[src/verilog/cam_settings.svh]
// Fixed capture geometry for a 1280-pixel line split into eight equal bars
// Bar width times bar count must equal the line length
`ifndef CAM_SETTINGS_SVH
`define CAM_SETTINGS_SVH

// ======================================================================
// Line geometry
// ======================================================================

// Pixels per active line
`define CAM_H_PIXELS 1280

// Width of the horizontal position counter, must hold CAM_H_PIXELS-1
`define CAM_POS_BITS 12

// ======================================================================
// Colour-bar test pattern
// ======================================================================

`define CAM_BAR_WIDTH 160 // Pixels per bar
`define CAM_BAR_COUNT 8   // Bars per line

`endif
[src/verilog/cam_timing_pkg.sv]
// Pixel position type and capture FSM states for the camera timing path
`include "cam_settings.svh"

package cam_timing_pkg;

	// Horizontal pixel index within a line
	typedef logic [`CAM_POS_BITS-1:0] pix_pos_t;

	// Capture FSM
	typedef enum logic [1:0] {
		CAP_WAIT_FRAME  = 2'd0,  // No frame start seen yet
		CAP_LINE_IDLE   = 2'd1,  // In a frame, between lines
		CAP_LINE_ACTIVE = 2'd2   // Href high, bytes arriving
	} capture_state_e;

endpackage

[src/verilog/cam_pixel_pkg.sv]
// Camera byte and RGB565 pixel types plus the colour-bar table
// Table length follows CAM_BAR_COUNT, values are in left to right order
`include "cam_settings.svh"

package cam_pixel_pkg;

	// ==================================================================
	// Data types
	// ==================================================================

	// One byte from the sensor data bus
	typedef logic [7:0] cam_byte_t;

	// Packed pixel, red[15:11] green[10:5] blue[4:0]
	typedef logic [15:0] rgb565_t;

	// ==================================================================
	// Colour-bar pattern
	// ==================================================================

	// Bar colours, index 0 is the leftmost bar
	localparam rgb565_t BAR_COLOR [`CAM_BAR_COUNT] = '{
		16'h001F,  // Bar 0
		16'h07E0,  // Bar 1
		16'hF800,  // Bar 2
		16'h07FF,  // Bar 3
		16'hFFE0,  // Bar 4
		16'hF81F,  // Bar 5
		16'hFFFF,  // Bar 6, all fields full
		16'h0000   // Bar 7, all fields empty
	};

endpackage

[src/verilog/cmos_capture_top.sv]
// Camera capture path running entirely in the pixel clock domain; the camera cannot be stalled
// Pixels leave 3 cycles after their second byte is sampled
`timescale 1ns/1ps

module cmos_capture_top
	import cam_pixel_pkg::*;
	import cam_timing_pkg::*;
(
	input  logic      cmos1_pclk,
	input  logic      core_rst_n,
	input  logic      i_cmos_vsync,
	input  logic      i_cmos_href,
	input  cam_byte_t i_cmos_data,
	input  logic      i_swap_rb,
	input  logic      i_pattern_en,
	output logic      o_pix_vld,
	output rgb565_t   o_pix_data,
	output logic      o_frame_start,
	output logic      o_line_active
);

	logic     hi_byte_we;
	logic     pair_done;
	pix_pos_t pix_pos;
	logic     frame_start;
	logic     line_active;
	logic     asm_pix_vld;
	rgb565_t  asm_pix_data;

	cmos_capture_ctrl u_ctrl (
		.i_clk         (cmos1_pclk),
		.i_rst_n       (core_rst_n),
		.i_vsync       (i_cmos_vsync),
		.i_href        (i_cmos_href),
		.i_pix_vld     (asm_pix_vld),
		.o_hi_byte_we  (hi_byte_we),
		.o_pair_done   (pair_done),
		.o_pix_pos     (pix_pos),
		.o_frame_start (frame_start),
		.o_line_active (line_active)
	);

	cmos_pixel_assembler u_assembler (
		.i_clk        (cmos1_pclk),
		.i_rst_n      (core_rst_n),
		.i_data       (i_cmos_data),
		.i_hi_byte_we (hi_byte_we),
		.i_pair_done  (pair_done),
		.i_swap_rb    (i_swap_rb),
		.o_pix_vld    (asm_pix_vld),
		.o_pix_data   (asm_pix_data)
	);

	color_bar_inserter u_bar (
		.i_clk         (cmos1_pclk),
		.i_rst_n       (core_rst_n),
		.i_pix_vld     (asm_pix_vld),
		.i_pix_data    (asm_pix_data),
		.i_pix_pos     (pix_pos),
		.i_pattern_en  (i_pattern_en),
		.i_frame_start (frame_start),
		.i_line_active (line_active),
		.o_pix_vld     (o_pix_vld),
		.o_pix_data    (o_pix_data),
		.o_frame_start (o_frame_start),
		.o_line_active (o_line_active)
	);

endmodule

[src/verilog/color_bar_inserter.sv]
// Output stage; pattern select is a static level, changing it mid-line mixes sources
// Positions at or past the last bar start all map to the last colour
`timescale 1ns/1ps
`include "cam_settings.svh"

module color_bar_inserter
	import cam_pixel_pkg::*;
	import cam_timing_pkg::*;
(
	input  logic     i_clk,
	input  logic     i_rst_n,
	input  logic     i_pix_vld,
	input  rgb565_t  i_pix_data,
	input  pix_pos_t i_pix_pos,
	input  logic     i_pattern_en,
	input  logic     i_frame_start,
	input  logic     i_line_active,
	output logic     o_pix_vld,
	output rgb565_t  o_pix_data,
	output logic     o_frame_start,
	output logic     o_line_active
);

	localparam int BAR_IDX_W = $clog2(`CAM_BAR_COUNT);
	localparam pix_pos_t BAR_WIDTH = pix_pos_t'(`CAM_BAR_WIDTH);
	localparam pix_pos_t LAST_BAR_START = pix_pos_t'(`CAM_H_PIXELS - `CAM_BAR_WIDTH);
	localparam logic [BAR_IDX_W-1:0] LAST_BAR_IDX = BAR_IDX_W'(`CAM_BAR_COUNT - 1);

	pix_pos_t             bar_quot;
	logic [BAR_IDX_W-1:0] bar_idx;
	rgb565_t              bar_color;
	rgb565_t              pix_sel;

	// ==================================================================
	// Bar lookup
	// ==================================================================

	assign bar_quot = i_pix_pos / BAR_WIDTH;  // Constant divisor

	always_comb begin
		if (i_pix_pos >= LAST_BAR_START)
			bar_idx = LAST_BAR_IDX;
		else
			bar_idx = bar_quot[BAR_IDX_W-1:0];
	end

	assign bar_color = BAR_COLOR[bar_idx];
	assign pix_sel   = i_pattern_en ? bar_color : i_pix_data;

	// ==================================================================
	// Output register
	// ==================================================================

	always_ff @(posedge i_clk or negedge i_rst_n) begin
		if (!i_rst_n) begin
			o_pix_vld     <= 1'b0;
			o_pix_data    <= '0;
			o_frame_start <= 1'b0;
			o_line_active <= 1'b0;
		end else begin
			o_pix_vld     <= i_pix_vld;
			o_frame_start <= i_frame_start;
			o_line_active <= i_line_active;
			if (i_pix_vld)
				o_pix_data <= pix_sel;  // Holds between pixels
		end
	end

endmodule

[src/verilog/cmos_pixel_assembler.sv]
// Pairs camera bytes into RGB565, first byte high; strobes come one cycle after the byte
// Swap only exchanges the red and blue fields
`timescale 1ns/1ps

module cmos_pixel_assembler
	import cam_pixel_pkg::*;
(
	input  logic      i_clk,
	input  logic      i_rst_n,
	input  cam_byte_t i_data,
	input  logic      i_hi_byte_we,
	input  logic      i_pair_done,
	input  logic      i_swap_rb,    // Static mode level
	output logic      o_pix_vld,
	output rgb565_t   o_pix_data
);

	cam_byte_t data_d0;    // Port register
	cam_byte_t data_d1;    // Aligned with the controller strobes
	cam_byte_t hi_byte;
	rgb565_t   pair_word;
	rgb565_t   pix_fmt;

	// ==================================================================
	// Data path
	// ==================================================================

	always_ff @(posedge i_clk) begin
		data_d0 <= i_data;
		data_d1 <= data_d0;
		if (i_hi_byte_we)
			hi_byte <= data_d1;
		if (i_pair_done)
			o_pix_data <= pix_fmt;
	end

	assign pair_word = {hi_byte, data_d1};

	// Green stays in place
	assign pix_fmt = i_swap_rb ?
		{pair_word[4:0], pair_word[10:5], pair_word[15:11]} :
		pair_word;

	// ==================================================================
	// Valid strobe
	// ==================================================================

	always_ff @(posedge i_clk or negedge i_rst_n) begin
		if (!i_rst_n)
			o_pix_vld <= 1'b0;
		else
			o_pix_vld <= i_pair_done;
	end

	// Bytes arrive every cycle in a line, so the high byte is always one cycle old
	a_pair_after_hi: assert property (@(posedge i_clk) disable iff (!i_rst_n)
		i_pair_done |-> $past(i_hi_byte_we));

endmodule

[src/verilog/cmos_capture_ctrl.sv]
// Camera sync tracking; bytes are ignored until the first vsync rise after reset
// Href is treated as a byte valid on every cycle it is high
`timescale 1ns/1ps
`include "cam_settings.svh"

module cmos_capture_ctrl
	import cam_timing_pkg::*;
(
	input  logic     i_clk,
	input  logic     i_rst_n,
	input  logic     i_vsync,
	input  logic     i_href,
	input  logic     i_pix_vld,     // From the assembler, advances the position
	output logic     o_hi_byte_we,  // First byte of a pair
	output logic     o_pair_done,   // Second byte of a pair
	output pix_pos_t o_pix_pos,
	output logic     o_frame_start,
	output logic     o_line_active
);

	localparam pix_pos_t POS_LAST = pix_pos_t'(`CAM_H_PIXELS - 1);

	logic           vsync_d0;
	logic           vsync_d1;
	logic           href_d0;
	logic           href_d1;
	logic           vsync_rise;
	logic           href_rise;
	logic           byte_en;     // Registered byte belongs to an active line
	logic           byte_phase;  // High while waiting for the second byte
	capture_state_e state;
	capture_state_e state_nxt;

	// ==================================================================
	// Sync input registers and edge detect
	// ==================================================================

	always_ff @(posedge i_clk or negedge i_rst_n) begin
		if (!i_rst_n) begin
			vsync_d0 <= 1'b0;
			vsync_d1 <= 1'b0;
			href_d0  <= 1'b0;
			href_d1  <= 1'b0;
		end else begin
			vsync_d0 <= i_vsync;
			vsync_d1 <= vsync_d0;
			href_d0  <= i_href;
			href_d1  <= href_d0;
		end
	end

	assign vsync_rise = vsync_d0 & ~vsync_d1;
	assign href_rise  = href_d0 & ~href_d1;

	// ==================================================================
	// Frame / line FSM
	// ==================================================================

	always_comb begin
		state_nxt = state;
		case (state)
			CAP_WAIT_FRAME: begin
				if (vsync_rise)
					state_nxt = CAP_LINE_IDLE;
			end
			CAP_LINE_IDLE: begin
				if (!vsync_rise && href_rise)
					state_nxt = CAP_LINE_ACTIVE;
			end
			CAP_LINE_ACTIVE: begin
				if (vsync_rise || !href_d0)
					state_nxt = CAP_LINE_IDLE;
			end
			default: state_nxt = CAP_WAIT_FRAME;
		endcase
	end

	// A line only counts once it starts cleanly inside a frame
	assign byte_en = !vsync_rise &&
		((state == CAP_LINE_ACTIVE && href_d0) || (state == CAP_LINE_IDLE && href_rise));

	// Strobes are registered, so they line up with the assembler's second data stage
	always_ff @(posedge i_clk or negedge i_rst_n) begin
		if (!i_rst_n) begin
			state         <= CAP_WAIT_FRAME;
			byte_phase    <= 1'b0;
			o_hi_byte_we  <= 1'b0;
			o_pair_done   <= 1'b0;
			o_frame_start <= 1'b0;
			o_line_active <= 1'b0;
		end else begin
			state         <= state_nxt;
			o_frame_start <= vsync_rise;
			o_line_active <= byte_en;
			o_hi_byte_we  <= byte_en & ~byte_phase;
			o_pair_done   <= byte_en & byte_phase;
			// Phase drops whenever href does, so an odd last byte is lost
			if (byte_en)
				byte_phase <= ~byte_phase;
			else
				byte_phase <= 1'b0;
		end
	end

	// ==================================================================
	// Horizontal position
	// ==================================================================

	always_ff @(posedge i_clk or negedge i_rst_n) begin
		if (!i_rst_n) begin
			o_pix_pos <= '0;
		end else if (vsync_rise || href_rise) begin
			o_pix_pos <= '0;  // Wins over a pixel still leaving the last line
		end else if (i_pix_vld) begin
			if (o_pix_pos == POS_LAST)
				o_pix_pos <= '0;
			else
				o_pix_pos <= o_pix_pos + 1'b1;
		end
	end

	a_strobes_exclusive: assert property (@(posedge i_clk) disable iff (!i_rst_n)
		!(o_hi_byte_we && o_pair_done));

	a_pos_in_line: assert property (@(posedge i_clk) disable iff (!i_rst_n)
		o_pix_pos < `CAM_H_PIXELS);

endmodule

[config.mk]
export PLATFORM = sky130hd
export DESIGN_NAME = cmos_capture_top
export DESIGN_NICKNAME = d
export VERILOG_FILES = /design/src/verilog/cam_timing_pkg.sv /design/src/verilog/cam_pixel_pkg.sv /design/src/verilog/cmos_capture_top.sv /design/src/verilog/color_bar_inserter.sv /design/src/verilog/cmos_pixel_assembler.sv /design/src/verilog/cmos_capture_ctrl.sv
export VERILOG_INCLUDE_DIRS = /design/src /design/src/verilog
export SDC_FILE = /design/constraint.sdc
export NUM_CORES = 1
export LEC_CHECK = 0
export ABC_AREA = 1
export BUFFER_PORTS_ARGS = -buffer_cell sky130_fd_sc_hd__buf_4
export CAP_MARGIN = 15
export CORE_MARGIN = 2
export CORE_UTILIZATION = 45
export DETAILED_ROUTE_END_ITERATION = 10
export PLACE_DENSITY_LB_ADDON = 0.08
export SLEW_MARGIN = 25
export SYNTH_ARGS = -nofsm -noshare
export SYNTH_HDL_FRONTEND = slang
export SYNTH_SLANG_ARGS = --single-unit
[constraint.sdc]
create_clock -name cmos1_pclk -period 3 [get_ports cmos1_pclk]
set_input_delay 0.15 -clock cmos1_pclk [delete_from_list [all_inputs] [get_ports cmos1_pclk]]
set_output_delay 0.15 -clock cmos1_pclk [all_outputs]
set_load 0.05 [all_outputs]
; Word level (Yosys, flattened, before mapping)
; Memory sizes are Yosys's and may differ from the RTL's.
; Cells that the tools add are included.
[op_classes]
n_reduce_logical = 12
magnitude_cmp = 2
n_bitwise = 8
n_div = 1
eq_ne = 6
n_mux = 13
n_addsub = 1
[ops]
columns = cell, n
row1 = $mux W16, 4
row2 = $mux W12, 3
row3 = $add A12 B1 Y12 const B, 1
row4 = $div A12 B8 Y12 const B, 1
row5 = $eq A12 B11 Y1 const B, 1
row6 = $ge A12 B11 Y1 const B, 1
row7 = $mux W2, 3
row8 = $ne A2 B1 Y1 const B, 3
row9 = $pmux W2 S3, 1
row10 = $and A1 B1 Y1, 4
row11 = $ge A4 B4 Y1 const B, 1
row12 = $logic_and A1 B1 Y1, 4
row13 = $not A3 Y4, 1
row14 = $logic_or A1 B1 Y1, 3
row15 = $mux W3, 1
row16 = $not A1 Y1, 3
row17 = $reduce_and A3 Y1, 1
row18 = $eq A2 B1 Y1 const B, 1
row19 = $eq A2 B2 Y1 const B, 1
row20 = $logic_not A1 Y1, 2
row21 = $logic_not A2 Y1, 1
row22 = $reduce_bool A2 Y1, 1
row23 = $mux W1, 1
[totals]
output_inout_bits = 19
mem_count = 1
ff_bits = 83
in_bits = 14
rom_bits = 128
[mem_list]
columns = name, depth, width, rd, rd_ports_with_merged_regs, write_ports, line_no
row1 = (no name shown), 8, 16, 1, 0, 0, color_bar_inserter.sv:47  ; assign bar_color = BAR_COLOR[bar_idx];

; Depth between registers and ports, before layout
; Gate-level depths: netlist of run 1.
[depth]
depth_word = 7
ltp_mapped = 22
depth_no_buf = 21

; Cells and area by module
; From an unflattened synthesis of run 1, not the netlist that was laid out.
[unflattened]
hier_cells = 358
area_unflattened_um2 = 3482.1
[modules_own_cells]
columns = module, instances, area_each_um2, seq_area_each_um2, cells_per_inst
row1 = cmos_pixel_assembler, 1, 1193.6, 1066.0, 73
row2 = color_bar_inserter, 1, 1164.9, 475.5, 143
row3 = cmos_capture_ctrl, 1, 1123.6, 550.5, 142

; Least setup slack after synthesis of run 1
; Ideal clock, no wire load.
[synth_timing]
path_kind = reg-to-reg
from = register u_ctrl.o_pix_pos[10]
to = register u_bar.o_pix_data[0]
arrival_time_ns = 2.109
path_stages_with_launch = 23
setup_time_ns = 0.073
n_path_buf = 1
path_slack_ns = 0.818
cell_sequence = dfrtp_1 buf_6 o21ai_2 nand2_2 nand3_2 nand2_2 nand2_2 nand2_1 nand2_2 nand2_2 nand2_2 nand2_1 nand2_1 inv_1 nand2_1 nand3_1 nand2_1 nand2_1 nand2_2 nand2_2 nand3_2 nand3_4 a21oi_2
[synth_between]
elab_chain_len = 7
elab_cells_between_ends = 8
[synth_lines]
columns = item, line_no
row1 = "start, declared", cmos_capture_ctrl.sv:16  ; output pix_pos_t o_pix_pos,
row2 = "start signal, assigned", cmos_capture_ctrl.sv:118  ; o_pix_pos <= o_pix_pos + 1'b1;
row3 = $div A12 B8 Y12 or $ge A12 B11 Y1 (tied branches), "color_bar_inserter.sv:38, color_bar_inserter.sv:41"
row4 = $mux W3 *, color_bar_inserter.sv:41  ; if (i_pix_pos >= LAST_BAR_START)
row5 = $not A3 Y4 (not written as such) *, color_bar_inserter.sv:47
row6 = $mem_v2 Z8 W16 *, -
row7 = $mux W16 (not written as such) * (2 in a row), color_bar_inserter.sv:47
row8 = $mux W16 *, color_bar_inserter.sv:48  ; assign pix_sel = i_pattern_en ? bar_color : i_pix_data;
row9 = "end signal, assigned", color_bar_inserter.sv:65  ; o_pix_data <= pix_sel;
row10 = "end, declared", color_bar_inserter.sv:19  ; output rgb565_t o_pix_data,
; Every way passes the cells marked *; elsewhere a longest branch is shown, timed or not. The select of a mux whose other input is x is not followed.
; A chain may end at the register's enable or synchronous reset.

; Final worst setup path of run 1
[layout_timing]
from = register u_ctrl.o_pix_pos[10]
to = register u_bar.o_pix_data[3]
; Same word-level chain as after synthesis.

==> results list, run 1 <==
* Outcome: finished, final reports clean
- After Yosys synthesis, full adders, half adders and majority gates account for 0.750% of the synthesized area.
- Total CTS buffers: 9
* Fmax: 409 MHz
- After Yosys synthesis, XOR and XNOR cells account for 0.525% of the synthesized area.
* Overflow left after global routing: 0
- During placement, the flow inserted port buffers numbering 32.
* Power per standard cell area: between 700 and 800 nW/um2
* Count of clock tree sinks: 82
- Count of cells resized by post-cts repair: 0
- Share of post-route cells with drive strength above 1: 22.8%
- A synthesized cell averages 10.1 um2.
* Critical path class: flop to flop
* Placed inst area: 3660 um2
- Measured along the x axis, the die boundary spans 90.1 um.
- The number of hold violations in the final report was 0.
- Setup repair after global routing left no endpoint under its margin.
* Most common cell in the netlist: sky130_fd_sc_hd__nand2_1
- The detailed router finished its first iteration with 96 violations.
* Number of synthesized flops with an enable pin: 24
* Cells taking the most area after synthesis: sky130_fd_sc_hd__dfrtp_1 (32%), sky130_fd_sc_hd__edfxtp_1 (22%), sky130_fd_sc_hd__dfxtp_1 (9.6%)
- TritonCTS built the clock tree.
- Final net count: 393
- The Yosys step of the flow raised 0 warnings.
- Min Tclk post-route: roughly 2400 ps
- Core Box Area: a little over 7000 um2
* 1st-pass router iterations: 4
* Tcrit/Tclk final: about 80%
* Worst skew pair latency: 340 ps
- Multiplexer share of the synthesized area: 0%
- The synthesized netlist devotes 12.7% of its cell area to compound gates.
* Number of antenna violations at the first check in global routing: 0
- The HPWL after detailed placement is between 4000 and 5000 um.
- Post-synthesis to final-layout area growth: 19.0%
- Number of top-level design ports: 33
- With fillers left out, the area of the finished cells amounts to 3970 um2.
- The number of setup buffers added after CTS is 0.
- Setup violations remaining at the end of the flow were counted as 0.
- Row Count: 31
- After synthesis, the largest area contributor takes up 31.5% of total cell area.
* Final WL: 5790 um
- For the pin with the worst max-slew slack, the measured transition is 650 ps.
- Measured against its own limit, the worst slew margin works out to 56.7%.
- Worst setup EP type: flop
- Dominant synthesized flop cell: sky130_fd_sc_hd__dfrtp_1
- In the routed design, unresolved DRC markers number 0.
- The final route contains about 2.3k vias.
* Number of synthesized register bits: 82
- Starting utilization of the core area: 46.2%
- Once detail routing completed, the nets flagged for antenna violations numbered 0.
* Data arrival time of the critical path: roughly 2700 ps
- Synthesis instantiated 26 different standard cells from the library.
* Clock transition time at the flip-flop clock pins of the worst setup and hold paths: 90 ps
- Simple-gate share of the synthesized area: 17.8%
- Share of flip-flops with an asynchronous set or reset after synthesis: about 51%
- Area enclosed by the die boundary: between 8000 and 9000 um2
- The synthesized design spends more area on one cell type than any other, namely sky130_fd_sc_hd__dfrtp_1.
- Of all nets on the critical path, the largest fanout is 7.
- Sequential fraction of the synthesis area: a little over three fifths
- The number of nets handed over by synthesis was approximately 350.
* Global router's overall resource usage: 15.6%
- Number of antenna cells inserted: 0
* Routed WL per cell: around 12 um
* First-pass GRT wire length: 10100 um
- VDD sags by at most 0.399 mV.
* Clock skew: roughly 7.2 ps
- Maximum number of pins on one net before global-route repair: 43
- For this design, the CTS-stage hold fixing added 11 buffers.
* Via-to-Cell Ratio: 4.74
* Vias in the first global route: 2159
- Pins over their slew limit: 0
- Dominant combinational cell family by area after synthesis: simple AND/OR/NAND/NOR gates
- CTS Root Buffer Type: sky130_fd_sc_hd__clkbuf_8
* Final hold slack: 164 ps
- Across the run, the number of max-cap violations was 0.
- Ranking of synthesized cells by instance count: sky130_fd_sc_hd__nand2_1 (51), sky130_fd_sc_hd__dfrtp_1 (42), sky130_fd_sc_hd__a21oi_1 (36), sky130_fd_sc_hd__nor2_1 (36), sky130_fd_sc_hd__inv_1 (32)
* Category of the worst setup path launch point: flop
- Die Y: 90.1 um
- R2R setup slack: about 550 ps
* Largest buffer count on any clock path: 2
- The clock tree synthesis step divided the H-tree into 3 levels.
* Static Leak: 0.00178 uW
* Req. time, crit path: approximately 3300 ps
- Setup total negative slack on the finished layout was measured at 0 ps.
- The congestion estimate from routability-driven global placement came to 0.773.
- In this run the cell area of the synthesized design comes to 3330 um2.
- Counting the fill cells in the layout gives 669.
- Synthesis produced a netlist whose cell count is 331.
* Worst hold path class: primary input to flop
## cells in the final DEF (no fill, tap or decap), types with 2 or more instances in the layout
master	count
sky130_fd_sc_hd__clkbuf_8	9
sky130_fd_sc_hd__inv_1	32
sky130_fd_sc_hd__edfxtp_1	24
sky130_fd_sc_hd__nor2_1	36
sky130_fd_sc_hd__inv_8	3
sky130_fd_sc_hd__ha_1	2
sky130_fd_sc_hd__buf_4	33
sky130_fd_sc_hd__nand4_1	4
sky130_fd_sc_hd__nand3_1	16
sky130_fd_sc_hd__nand2_2	10
sky130_fd_sc_hd__nand3_2	6
sky130_fd_sc_hd__dlygate4sd3_1	11
sky130_fd_sc_hd__o21ai_0	19
sky130_fd_sc_hd__clkinvlp_4	3
sky130_fd_sc_hd__dfrtp_1	42
sky130_fd_sc_hd__xor2_1	2
sky130_fd_sc_hd__dfxtp_1	16
sky130_fd_sc_hd__clkinv_1	2
sky130_fd_sc_hd__nand2_1	51
sky130_fd_sc_hd__a21oi_1	36
sky130_fd_sc_hd__inv_2	3
sky130_fd_sc_hd__o21ai_2	3
sky130_fd_sc_hd__a21oi_2	13
## kinds of logic after synthesis
group / count (synthesis)
simple gates: 127
fa+ha+maj: 2
xor+xnor: 2
flops: 82
compound gates: 72
buf+inv: 46
## worst max-delay path, stage by stage (launching register included)
cell	delay (ps)
sky130_fd_sc_hd__dfrtp_1	480
sky130_fd_sc_hd__o21ai_2	230
sky130_fd_sc_hd__nand2_2	90
sky130_fd_sc_hd__nand3_2	80
sky130_fd_sc_hd__nand2_2	80
sky130_fd_sc_hd__nand2_2	90
sky130_fd_sc_hd__nand2_1	70
sky130_fd_sc_hd__nand3_1	100
sky130_fd_sc_hd__nand2_2	80
sky130_fd_sc_hd__nand2_2	80
sky130_fd_sc_hd__nand2_1	50
sky130_fd_sc_hd__nand2_1	90
sky130_fd_sc_hd__inv_1	50
sky130_fd_sc_hd__nand2_1	80
sky130_fd_sc_hd__nand3_1	70
sky130_fd_sc_hd__nand2_1	60
sky130_fd_sc_hd__nand2_1	90
sky130_fd_sc_hd__nand2_2	100
sky130_fd_sc_hd__nand2_2	70
sky130_fd_sc_hd__nand3_2	80
sky130_fd_sc_hd__nand3_4	130
sky130_fd_sc_hd__a21oi_2	130
## area by class of cell
class	instances	area, um2	share of cell area [%]
clock buffer	9	124	3.12
clock inverter	7	72.6	1.83
inverter	37	139	3.50
multi-input combinational	203	1060	26.7
sequential	82	2090	52.7
tap	99	124	3.12
timing repair buffer	44	358	9.02
## worst paths after layout
check                                            start                endpoint  cells past startpoint
min in group asynchronous                   core_rst_n         u_ctrl.vsync_d1                      2
worst max register to register    u_ctrl.o_pix_pos[10]     u_bar.o_pix_data[3]                     21
max in group asynchronous                   core_rst_n     u_ctrl.o_pix_pos[7]                      2
worst min-delay path                      i_pattern_en     u_bar.o_pix_data[0]                      3
worst max-delay path              u_ctrl.o_pix_pos[10]     u_bar.o_pix_data[3]                     21
worst min register to register  u_assembler.data_d0[3]  u_assembler.data_d1[3]                      0
## flip-flops by register name, indices dropped and copies added, names as in the netlist, 2 cells and up
name	cells
u_ctrl.o_pix_pos	12
u_assembler.o_pix_data	16
u_assembler.data_d0	8
u_assembler.hi_byte	8
u_ctrl.state	2
u_bar.o_pix_data	16
u_assembler.data_d1	8
## power breakdown
group          internal, uW  switching, uW
clock network           324            440
registers              1290           81.4
logic                   218            516
total                  1830           1040
## stage by stage
step           instances  setup slack [ps]  util [%]  power [uW]
3_3_place_gp         454               674      50.8        2120
6_report             481               553      55.0        2870
2_1_floorplan        331               818         -        1890
5_1_grt              481               260      55.0        3010
3_5_place_dp         454               562      50.8        2130
4_1_cts              481               540      55.0        2900
## per-layer routing
| layer | global-route usage (%) | wire (um) | vias up |
|---|---|---|---|
| met3 | 3.35 | 144 | 8 |
| met5 | 0 | 0 | - |
| li1 | - | - | 1183 |
| met1 | 22.0 | 2980 | 1058 |
| met2 | 23.6 | 2580 | 31 |
| met4 | 6.54 | 77 | 0 |
No activity file was read; power rests on OpenSTA's default activity.
==> run 2: changes to the inputs <==
--- a/config.mk
+++ b/config.mk
@@ -6,7 +6,7 @@
 export SDC_FILE = /design/constraint.sdc
 export NUM_CORES = 1
 export LEC_CHECK = 0
-export ABC_AREA = 1
+export ABC_AREA = 0
 export BUFFER_PORTS_ARGS = -buffer_cell sky130_fd_sc_hd__buf_4
 export CAP_MARGIN = 15
 export CORE_MARGIN = 2
==> constraint.sdc (replaced) <==
create_clock -name cmos1_pclk -period 2.3 [get_ports cmos1_pclk]
set_input_delay 0.115 -clock cmos1_pclk [delete_from_list [all_inputs] [get_ports cmos1_pclk]]
set_output_delay 0.115 -clock cmos1_pclk [all_outputs]
set_load 0.05 [all_outputs]
==> results list, run 2 <==
- The post-route clock period utilization came to 97.9% (+16 points).
- The standard-cell row count was 32 (+3.2%).
- Core Box Area: 7650 um2 (+6.0%)
* Worst R2R Start: u_ctrl.o_pix_pos[9]
- Walking the worst path, the cells encountered are or2b_1 -> o2bb2ai_1 -> o31ai_2 -> a31oi_1 -> o21a_1 -> buf_4 -> nor3_4 -> a211oi_1.
* Starting utilization of the core area: 45.9% (-0.33 points)
* Sequential fraction of the synthesis area: 59.6% (-3.1 points)
* Routed via count: 2546 (+12%)
- R2R setup slack: 50 ps (-500 ps)
- The data arrival at the endpoint of the critical path is 2470 ps (-260 ps).
- The full die area came to 8520 um2 (+5.0%).
- Post-synthesis to final-layout area growth: 29.0%
- The number of buffers added by the clock tree synthesis step is 9 (unchanged).
- Fmax: 444 MHz (+8.7%)
- The final sum of negative setup slack came to 0 ps (unchanged).
- Count of clock tree sinks: 82 (unchanged)
- The sum of routed wire length over all layers was 7320 um (+26%).
- In this run the worst setup path begins at u_ctrl.o_pix_pos[9].
- Final cell count without fillers: 494 (+2.7%)
- The area share of the largest cell type after synthesis is 29.9% (-1.6 points).
- The critical path is of the flop to flop type.
* Endpoints failing hold: 0 (unchanged)
- Final hold slack: 169 ps (+5.68 ps)
* 1st-pass router iterations: 4 (unchanged)
* Dominant synthesized flop cell: sky130_fd_sc_hd__dfrtp_1
* Clock skew: 9.19 ps (+1.99 ps)
* Maximum number of pins on one net before global-route repair: 43 (unchanged)
- Number of top-level design ports: 33 (unchanged)
* Number of unique standard cell types used by synthesis: 58 (+120%)
- Number of input and output port buffers inserted: 32 (unchanged)
* Number of levels the H-tree was split into: 3 (unchanged)
- The number of antenna violations at the first check in global routing is 0 (unchanged).
* Post-route worst setup slack: 48.5 ps (-504 ps)
- The stage delay of the slowest cell on the critical path came to 450 ps (-30 ps).
* Setup slack after placement: -73.3 ps (-635 ps)
- CTS Root Buffer Type: sky130_fd_sc_hd__clkbuf_8
* Min Tclk post-route: 2250 ps (-196 ps)
* Net count after synthesis: 323 (-6.9%)
* Maximum net fanout on the critical path: 9 (+2)
* Outcome: finished, final reports clean
* Gpl congestion: 0.835 (+8.0%)
- The max-cap violation count was 0 (unchanged).
- Cell type of the slowest stage on the worst timing path: sky130_fd_sc_hd__dfrtp_2
* Mean post-synth cell area: 11.4 um2 (+13%)
- Counting instances in the post-synthesis netlist gives the leading cell types as sky130_fd_sc_hd__dfrtp_1 (42), sky130_fd_sc_hd__nor2_1 (29), sky130_fd_sc_hd__edfxtp_1 (24), sky130_fd_sc_hd__o21ai_0 (24), sky130_fd_sc_hd__dfxtp_1 (16).
- Leaving out fill and tap cells, the most frequent cell in the layout is sky130_fd_sc_hd__buf_4.
- The count of final max-slew check failures was 0 (unchanged).
- The actual slew at the worst max-slew pin was 684 ps (+33.8 ps).
* Final net count: 403 (+2.5%)
- Category of the worst setup path launch point: flop
- Number of synthesized flops with an enable pin: 24 (unchanged)
- Warnings from Yosys: 0 (unchanged)
- Yosys top cell by area: sky130_fd_sc_hd__dfrtp_1
- The fraction of synthesis flops using an asynchronous set or reset pin came to 51.2% (unchanged).
* Final setup violating endpoints: 0 (unchanged)
- The total routing usage reported by global routing came to 18.0% (+2.4 points).
- Post-route DRC: 0 (unchanged)
- Worst hold path class: primary input to flop
- Worst path buffer plus inverter count: 1 (unchanged)
- Vias in the first global route: 2411 (+12%)
- By instance count, the leading cell after synthesis is sky130_fd_sc_hd__dfrtp_1.
* Share of post-route cells with drive strength above 1: 32.9% (+10 points)
* Worst setup EP type: flop
* Number of standard cells after synthesis: 307 (-7.3%)
- The first-pass GRT wire length is 11800 um (+17%).
- After synthesis, the cell types taking the most area are sky130_fd_sc_hd__dfrtp_1 (30%), sky130_fd_sc_hd__edfxtp_1 (21%), sky130_fd_sc_hd__dfxtp_1 (9.1%).
- Req. time, crit path: 2520 ps (-760 ps)
- The average wire per standard cell was 14.8 um (+23%).
- Via-to-Cell Ratio: 5.15 (+8.7%)
- Power per standard cell area: 798 nW/um2 (+10%)
- Biggest regs: u_assembler.o_pix_data (16), u_bar.o_pix_data (16), u_ctrl.o_pix_pos (12)
- The total overflow reported by the global router is 0 (unchanged).
- The startpoint identified for the worst hold timing path is i_pattern_en.
- The die boundary width was 92.3 um (+2.5%).
- Largest buffer count on any clock path: 2 (unchanged)
* Number of synthesized register bits: 82 (unchanged)
- Commonest cells after routing, fill and taps aside: sky130_fd_sc_hd__buf_4 (75), sky130_fd_sc_hd__dfrtp_1 (37), sky130_fd_sc_hd__nor2_1 (29)
- Violation count after the first detailed-routing iteration: 80 (-17%)
* HPWL after DPL: 4980 um (+23%)
- Final Total Pwr: 3610 uW (+26%)
- Unrepaired setup endpoints after global routing: true
- The cell leakage power was 0.00194 uW (+8.7%).
- The worst-case vdd ir drop is 0.624 mV (+57%).
* Die Y: 92.3 um (+2.5%)
- Cell total after placement: 454 (unchanged)
* Count of antenna-violating nets left after detailed routing: 0 (unchanged)
- CTS tree: yes
- The latest clock arrival within the worst-skew pair is 350 ps (about the same).
* Number of antenna cells inserted: 0 (unchanged)
- The cell area after technology mapping came to 3510 um2 (+5.3%).
- Clock transition time at the flip-flop clock pins of the worst setup and hold paths: 90 ps (about the same)
* Relative max-transition margin: 54.4% (-2.3 points)
- Top cell family by delay on the critical path: compound AO/OA/AOI/OAI gates
[run 2: tightest hold or removal path, cell delays in order]
cell and delay, ps:
sky130_fd_sc_hd__buf_4 180, sky130_fd_sc_hd__nor2_1 120, sky130_fd_sc_hd__a211oi_1 70
[run 2: area by class of cell]
| class | instances | area [um2] |
|---|---|---|
| inverter | 12 | 47.5 |
| sequential | 82 | 2100 |
| clock inverter | 6 | 71.3 |
| clock buffer | 10 | 138 |
| tap | 102 | 128 |
| multi-input combinational | 194 | 1350 |
| timing repair buffer | 88 | 696 |
| fill | 661 | 3120 |
[run 2: path summary, 6_finish.rpt]
kind                                           to  cells past startpoint
max in group asynchronous     u_ctrl.o_pix_pos[7]                      2
min                           u_bar.o_pix_data[7]                      3
min in group asynchronous     u_ctrl.o_pix_pos[0]                      2
max                           u_bar.o_pix_data[9]                      8
min reg2reg                u_assembler.data_d1[0]                      0
max reg2reg                   u_bar.o_pix_data[9]                      8
[run 2: logic make-up (layout without fill, tap and decap cells)]
group	after synthesis	in the layout	share of synthesized area, %
xor+xnor	5	5	1.25
mux	13	13	4.06
fa+ha+maj	3	3	1.03
simple gates	94	94	13.8
flops	82	82	59.6
compound gates	79	79	16.3
buf+inv	31	116	3.92
[run 2: timing repair]
action,4_1_cts,5_1_grt
endpoints found under the setup margin,16,17
setup buffers,0,13
resized for setup,3,22
pin swaps,0,7
hold endpoints to repair,52,0
hold buffers,11,0
[run 2: metrics by stage]
step	utilization (%)	area (um2)
global placement	52.7	4030
CTS	56.9	4350
floorplan	-	3510
finish	59.2	4530
global route	59.2	4530
detailed placement	52.7	4030
[run 2: power breakdown]
group          switching (uW)  internal (uW)  total [uW]
Clock                     532            545        1080
Sequential               94.0           1650        1740
Combinational             540            256         796
[run 2: per-layer routing]
metal / track usage [%] / vias up / routed length (um)
li1: - / 1274 / -
met1: 25.2 / 1220 / 3530
met2: 27.2 / 37 / 3430
met3: 4.15 / 15 / 184
met4: 7.21 / 0 / 169
met5: 0 / - / 0
==> run 3: changes to the inputs <==
--- a/config.mk
+++ b/config.mk
@@ -6,7 +6,7 @@
 export SDC_FILE = /design/constraint.sdc
 export NUM_CORES = 1
 export LEC_CHECK = 0
-export ABC_AREA = 0
+export ABC_AREA = 1
 export BUFFER_PORTS_ARGS = -buffer_cell sky130_fd_sc_hd__buf_4
 export CAP_MARGIN = 15
 export CORE_MARGIN = 2
==> results list, run 3 (synthesis results as in run 1) <==
- Outcome: finished, violations left
* Violations in the final reports: negative setup slack
- Power per standard cell area: 886 nW/um2 (+11%)
- Data arrival time of the critical path: 2660 ps (+190 ps)
* Global router's overall resource usage: 16.3% (-1.7 points)
- Final setup violating endpoints: 16 (+16)
- Req. time, crit path: 2570 ps (+50 ps)
- The number of clock sinks came to 82 (unchanged).
* CTS tree: yes
* Violation count after the first detailed-routing iteration: 134 (+68%)
- The fraction of power consumed by sequential logic is 48.5% (+0.3 points).
- The initial standard-cell utilization of the core is 46.2% (+0.33 points).
- The internal power component was 2370 uW (-3.4%).
- Number of top-level design ports: 33 (unchanged)
- The share of final-layout standard cells stronger than drive strength 1 is 30.6% (-2.3 points).
* Tcrit/Tclk final: 104% (+5.8 points)
- Relative max-transition margin: 53.6% (-0.79 points)
- met2 is the most crowded layer.
- The number of buffers added by the clock tree synthesis step came to 9 (unchanged).
- Post-synthesis to final-layout area growth: 25.1%
- Leaving out fill and tap cells, the most frequent cells in the layout are sky130_fd_sc_hd__buf_4 (50), sky130_fd_sc_hd__nand2_1 (42), sky130_fd_sc_hd__dfrtp_1 (39).
* Clock transition time at the flip-flop clock pins of the worst setup and hold paths: 90 ps (about the same)
* Min Tclk post-route: 2390 ps (+134 ps)
* Core Box Area: 7210 um2 (-5.7%)
- The number of iterations in the first detailed-routing pass came to 4 (unchanged).
- The fraction of power spent switching nets was 35.9% (+3.7 points).
* Static Leak: 0.00189 uW (-2.2%)
- Unrepaired setup endpoints after global routing: true
- The final core area utilization is 57.8% (-1.4 points).
- Worst skew pair latency: 340 ps (about the same)
* Maximum net fanout on the critical path: 5 (-4)
* HPWL after DPL: 4100 um (-18%)
- The first-pass GRT wire length came to 10500 um (-11%).
- Clock power frac: 25.4% (-4.4 points)
- CTS Root Buffer Type: sky130_fd_sc_hd__clkbuf_8
* Number of input and output port buffers inserted: 32 (unchanged)
* Biggest regs: u_assembler.o_pix_data (16), u_bar.o_pix_data (16), u_ctrl.o_pix_pos (12)
- Accumulated negative setup slack: -835 ps (-835 ps)
- Filler instances: 662 (+0.15%)
* Critical path class: flop to flop
- Die Y: 90.1 um (-2.4%)
* Final net count: 410 (+1.7%)
* Slew of the pin with the lowest slew margin: 696 ps (+11.8 ps)
- The combinational cell fraction of total power came to 26.1% (+4.1 points).
- The met3 capacity usage during global routing was 3.35% (-0.80 points).
- Cell count of the worst reg-to-reg path: 19 (+11)
- Vias in the first global route: 2247 (-6.8%)
- Pins over their slew limit: 0 (unchanged)
* Largest buffer count on any clock path: 2 (unchanged)
* Row Count: 31 (-3.1%)
- Post-route DRC: 0 (unchanged)
* Origin of the worst setup path: u_ctrl.o_pix_pos[10]
- CP endpoint: u_bar.o_pix_data[0]
- Leading cell type in the layout, fill and taps excluded: sky130_fd_sc_hd__buf_4
- The met2 usage in global routing was 25.3% (-1.9 points).
- The full die area was 8110 um2 (-4.8%).
* Gpl congestion: 0.740 (-11%)
- Switching component of the power: 1330 uW (+14%)
* Worst hold path class: primary input to flop
- Fmax: 419 MHz (-5.6%)
* Routed via count: 2354 (-7.5%)
* Count of antenna-violating nets left after detailed routing: 0 (unchanged)
* Overflow left after global routing: 0 (unchanged)
- The pin count of the biggest net entering global routing came to 43 (unchanged).
- Number of antenna cells inserted: 0 (unchanged)
* Category of the worst setup path launch point: flop
* Clock skew: 11.3 ps (+2.14 ps)
- The worst-case vdd ir drop came to 0.544 mV (-13%).
- The worst setup path is captured at a flop.
- The detailed-route vias per instance came to 4.73 (-8.3%).
* Post-route worst setup slack: -85.5 ps (-134 ps)
- Number of levels the H-tree was split into: 3 (unchanged)
* Final WL: 6280 um (-14%)
- The die boundary width is 90.1 um (-2.4%).
- Number of violations of the max-capacitance limit: 0 (unchanged)
* RR Endpoint: u_bar.o_pix_data[0]
- Endpoints failing hold: 0 (unchanged)
* R2R setup slack: -90 ps (-130 ps)
- The average wire per standard cell was 12.6 um (-15%).
* Met1 track demand over resource in global routing: 22.6% (-2.7 points)
- The worst register-to-register path begins at u_ctrl.o_pix_pos[10].
- The number of antenna violations at the first check in global routing is 0 (unchanged).
[run 3: cell types whose count changed in the layout (fill, tap and decap cells not counted), sizes merged, moves of 5 or more]
cell	before	now
a211oi	7	0
nor3	8	1
nand3	9	23
buf	77	50
nand2b	8	0
a21oi	10	49
mux2	10	0
nor2	29	38
and3	5	0
a211o	6	0
inv	15	37
nand2	14	61
nor3b	6	0
[run 3: worst min-delay path by stage]
stage,to,cells after the start,slack (ps),start
after global routing,u_bar.o_pix_data[2],3,120,i_pattern_en
after detailed placement,u_ctrl.vsync_d0,1,140,core_rst_n
after floorplan,u_assembler.o_pix_vld,0,-180,core_rst_n
final,u_bar.o_pix_data[4],3,130,i_pattern_en
after CTS,u_bar.o_pix_data[4],3,120,i_pattern_en
after global placement,u_ctrl.o_frame_start,1,140,core_rst_n
[run 3: per-layer routing]
layer,vias to the layer above,part of all wire (%)
met3,6,2.6
met1,1094,50
met4,0,1.1
met2,40,46
met5,-,0
li1,1214,-
[run 3: area by class of cell]
type                       instances  area (um2)  share of cell area, %
inverter                          37         139                   3.33
timing repair buffer              61         485                   11.6
clock buffer                       9         124                   2.97
clock inverter                     7        52.6                   1.26
sequential                        82        2100                   50.3
tap                               99         124                   2.97
multi-input combinational        203        1150                   27.6
[run 3: metrics by stage]
step | std cells | power (uW) | hold slack, ps | worst slack [ps] | cell area [um2]
global route | 498 | 3870 | 124 | -254 | 4170
floorplan | 331 | 2460 | -181 | 118 | 3330
CTS | 496 | 3730 | 124 | -61.4 | 4100
finish | 498 | 3690 | 131 | -85.5 | 4170
detailed placement | 469 | 2780 | 141 | -85.8 | 3770
global placement | 469 | 2770 | 139 | -6.71 | 3770
[run 3: timing repair]
action,CTS,global route
buffers inserted,1,2
hold buffers,11,0
gates resized for setup,13,14
endpoints found under the hold margin,52,0
setup endpoints to repair,16,16
pin swaps,10,13
[run 3: power groups by stage]
stage	Sequential (uW)	Clock, uW	Combinational (uW)
2_1_floorplan	2270	0	196
6_report	1790	940	964
4_1_cts	1790	965	973
3_5_place_dp	1820	0	955
3_3_place_gp	1820	0	950
5_1_grt	1820	1030	1030
[run 3: critical path, stage by stage (launching register included)]
cell	delay [ps]
sky130_fd_sc_hd__dfrtp_2	460
sky130_fd_sc_hd__o21ai_4	210
sky130_fd_sc_hd__nand2_4	90
sky130_fd_sc_hd__nand3_4	80
sky130_fd_sc_hd__nand2_4	80
sky130_fd_sc_hd__nand2_4	100
sky130_fd_sc_hd__nor2_2	40
sky130_fd_sc_hd__nor2_2	110
sky130_fd_sc_hd__inv_2	80
sky130_fd_sc_hd__nand3_1	120
sky130_fd_sc_hd__nand3_2	110
sky130_fd_sc_hd__nand2_2	100
sky130_fd_sc_hd__nand3_2	50
sky130_fd_sc_hd__nand2_1	70
sky130_fd_sc_hd__nand2_2	90
sky130_fd_sc_hd__nand2_4	90
sky130_fd_sc_hd__nand2_2	60
sky130_fd_sc_hd__nand3_2	80
sky130_fd_sc_hd__nand3_4	130
sky130_fd_sc_hd__a21oi_2	150
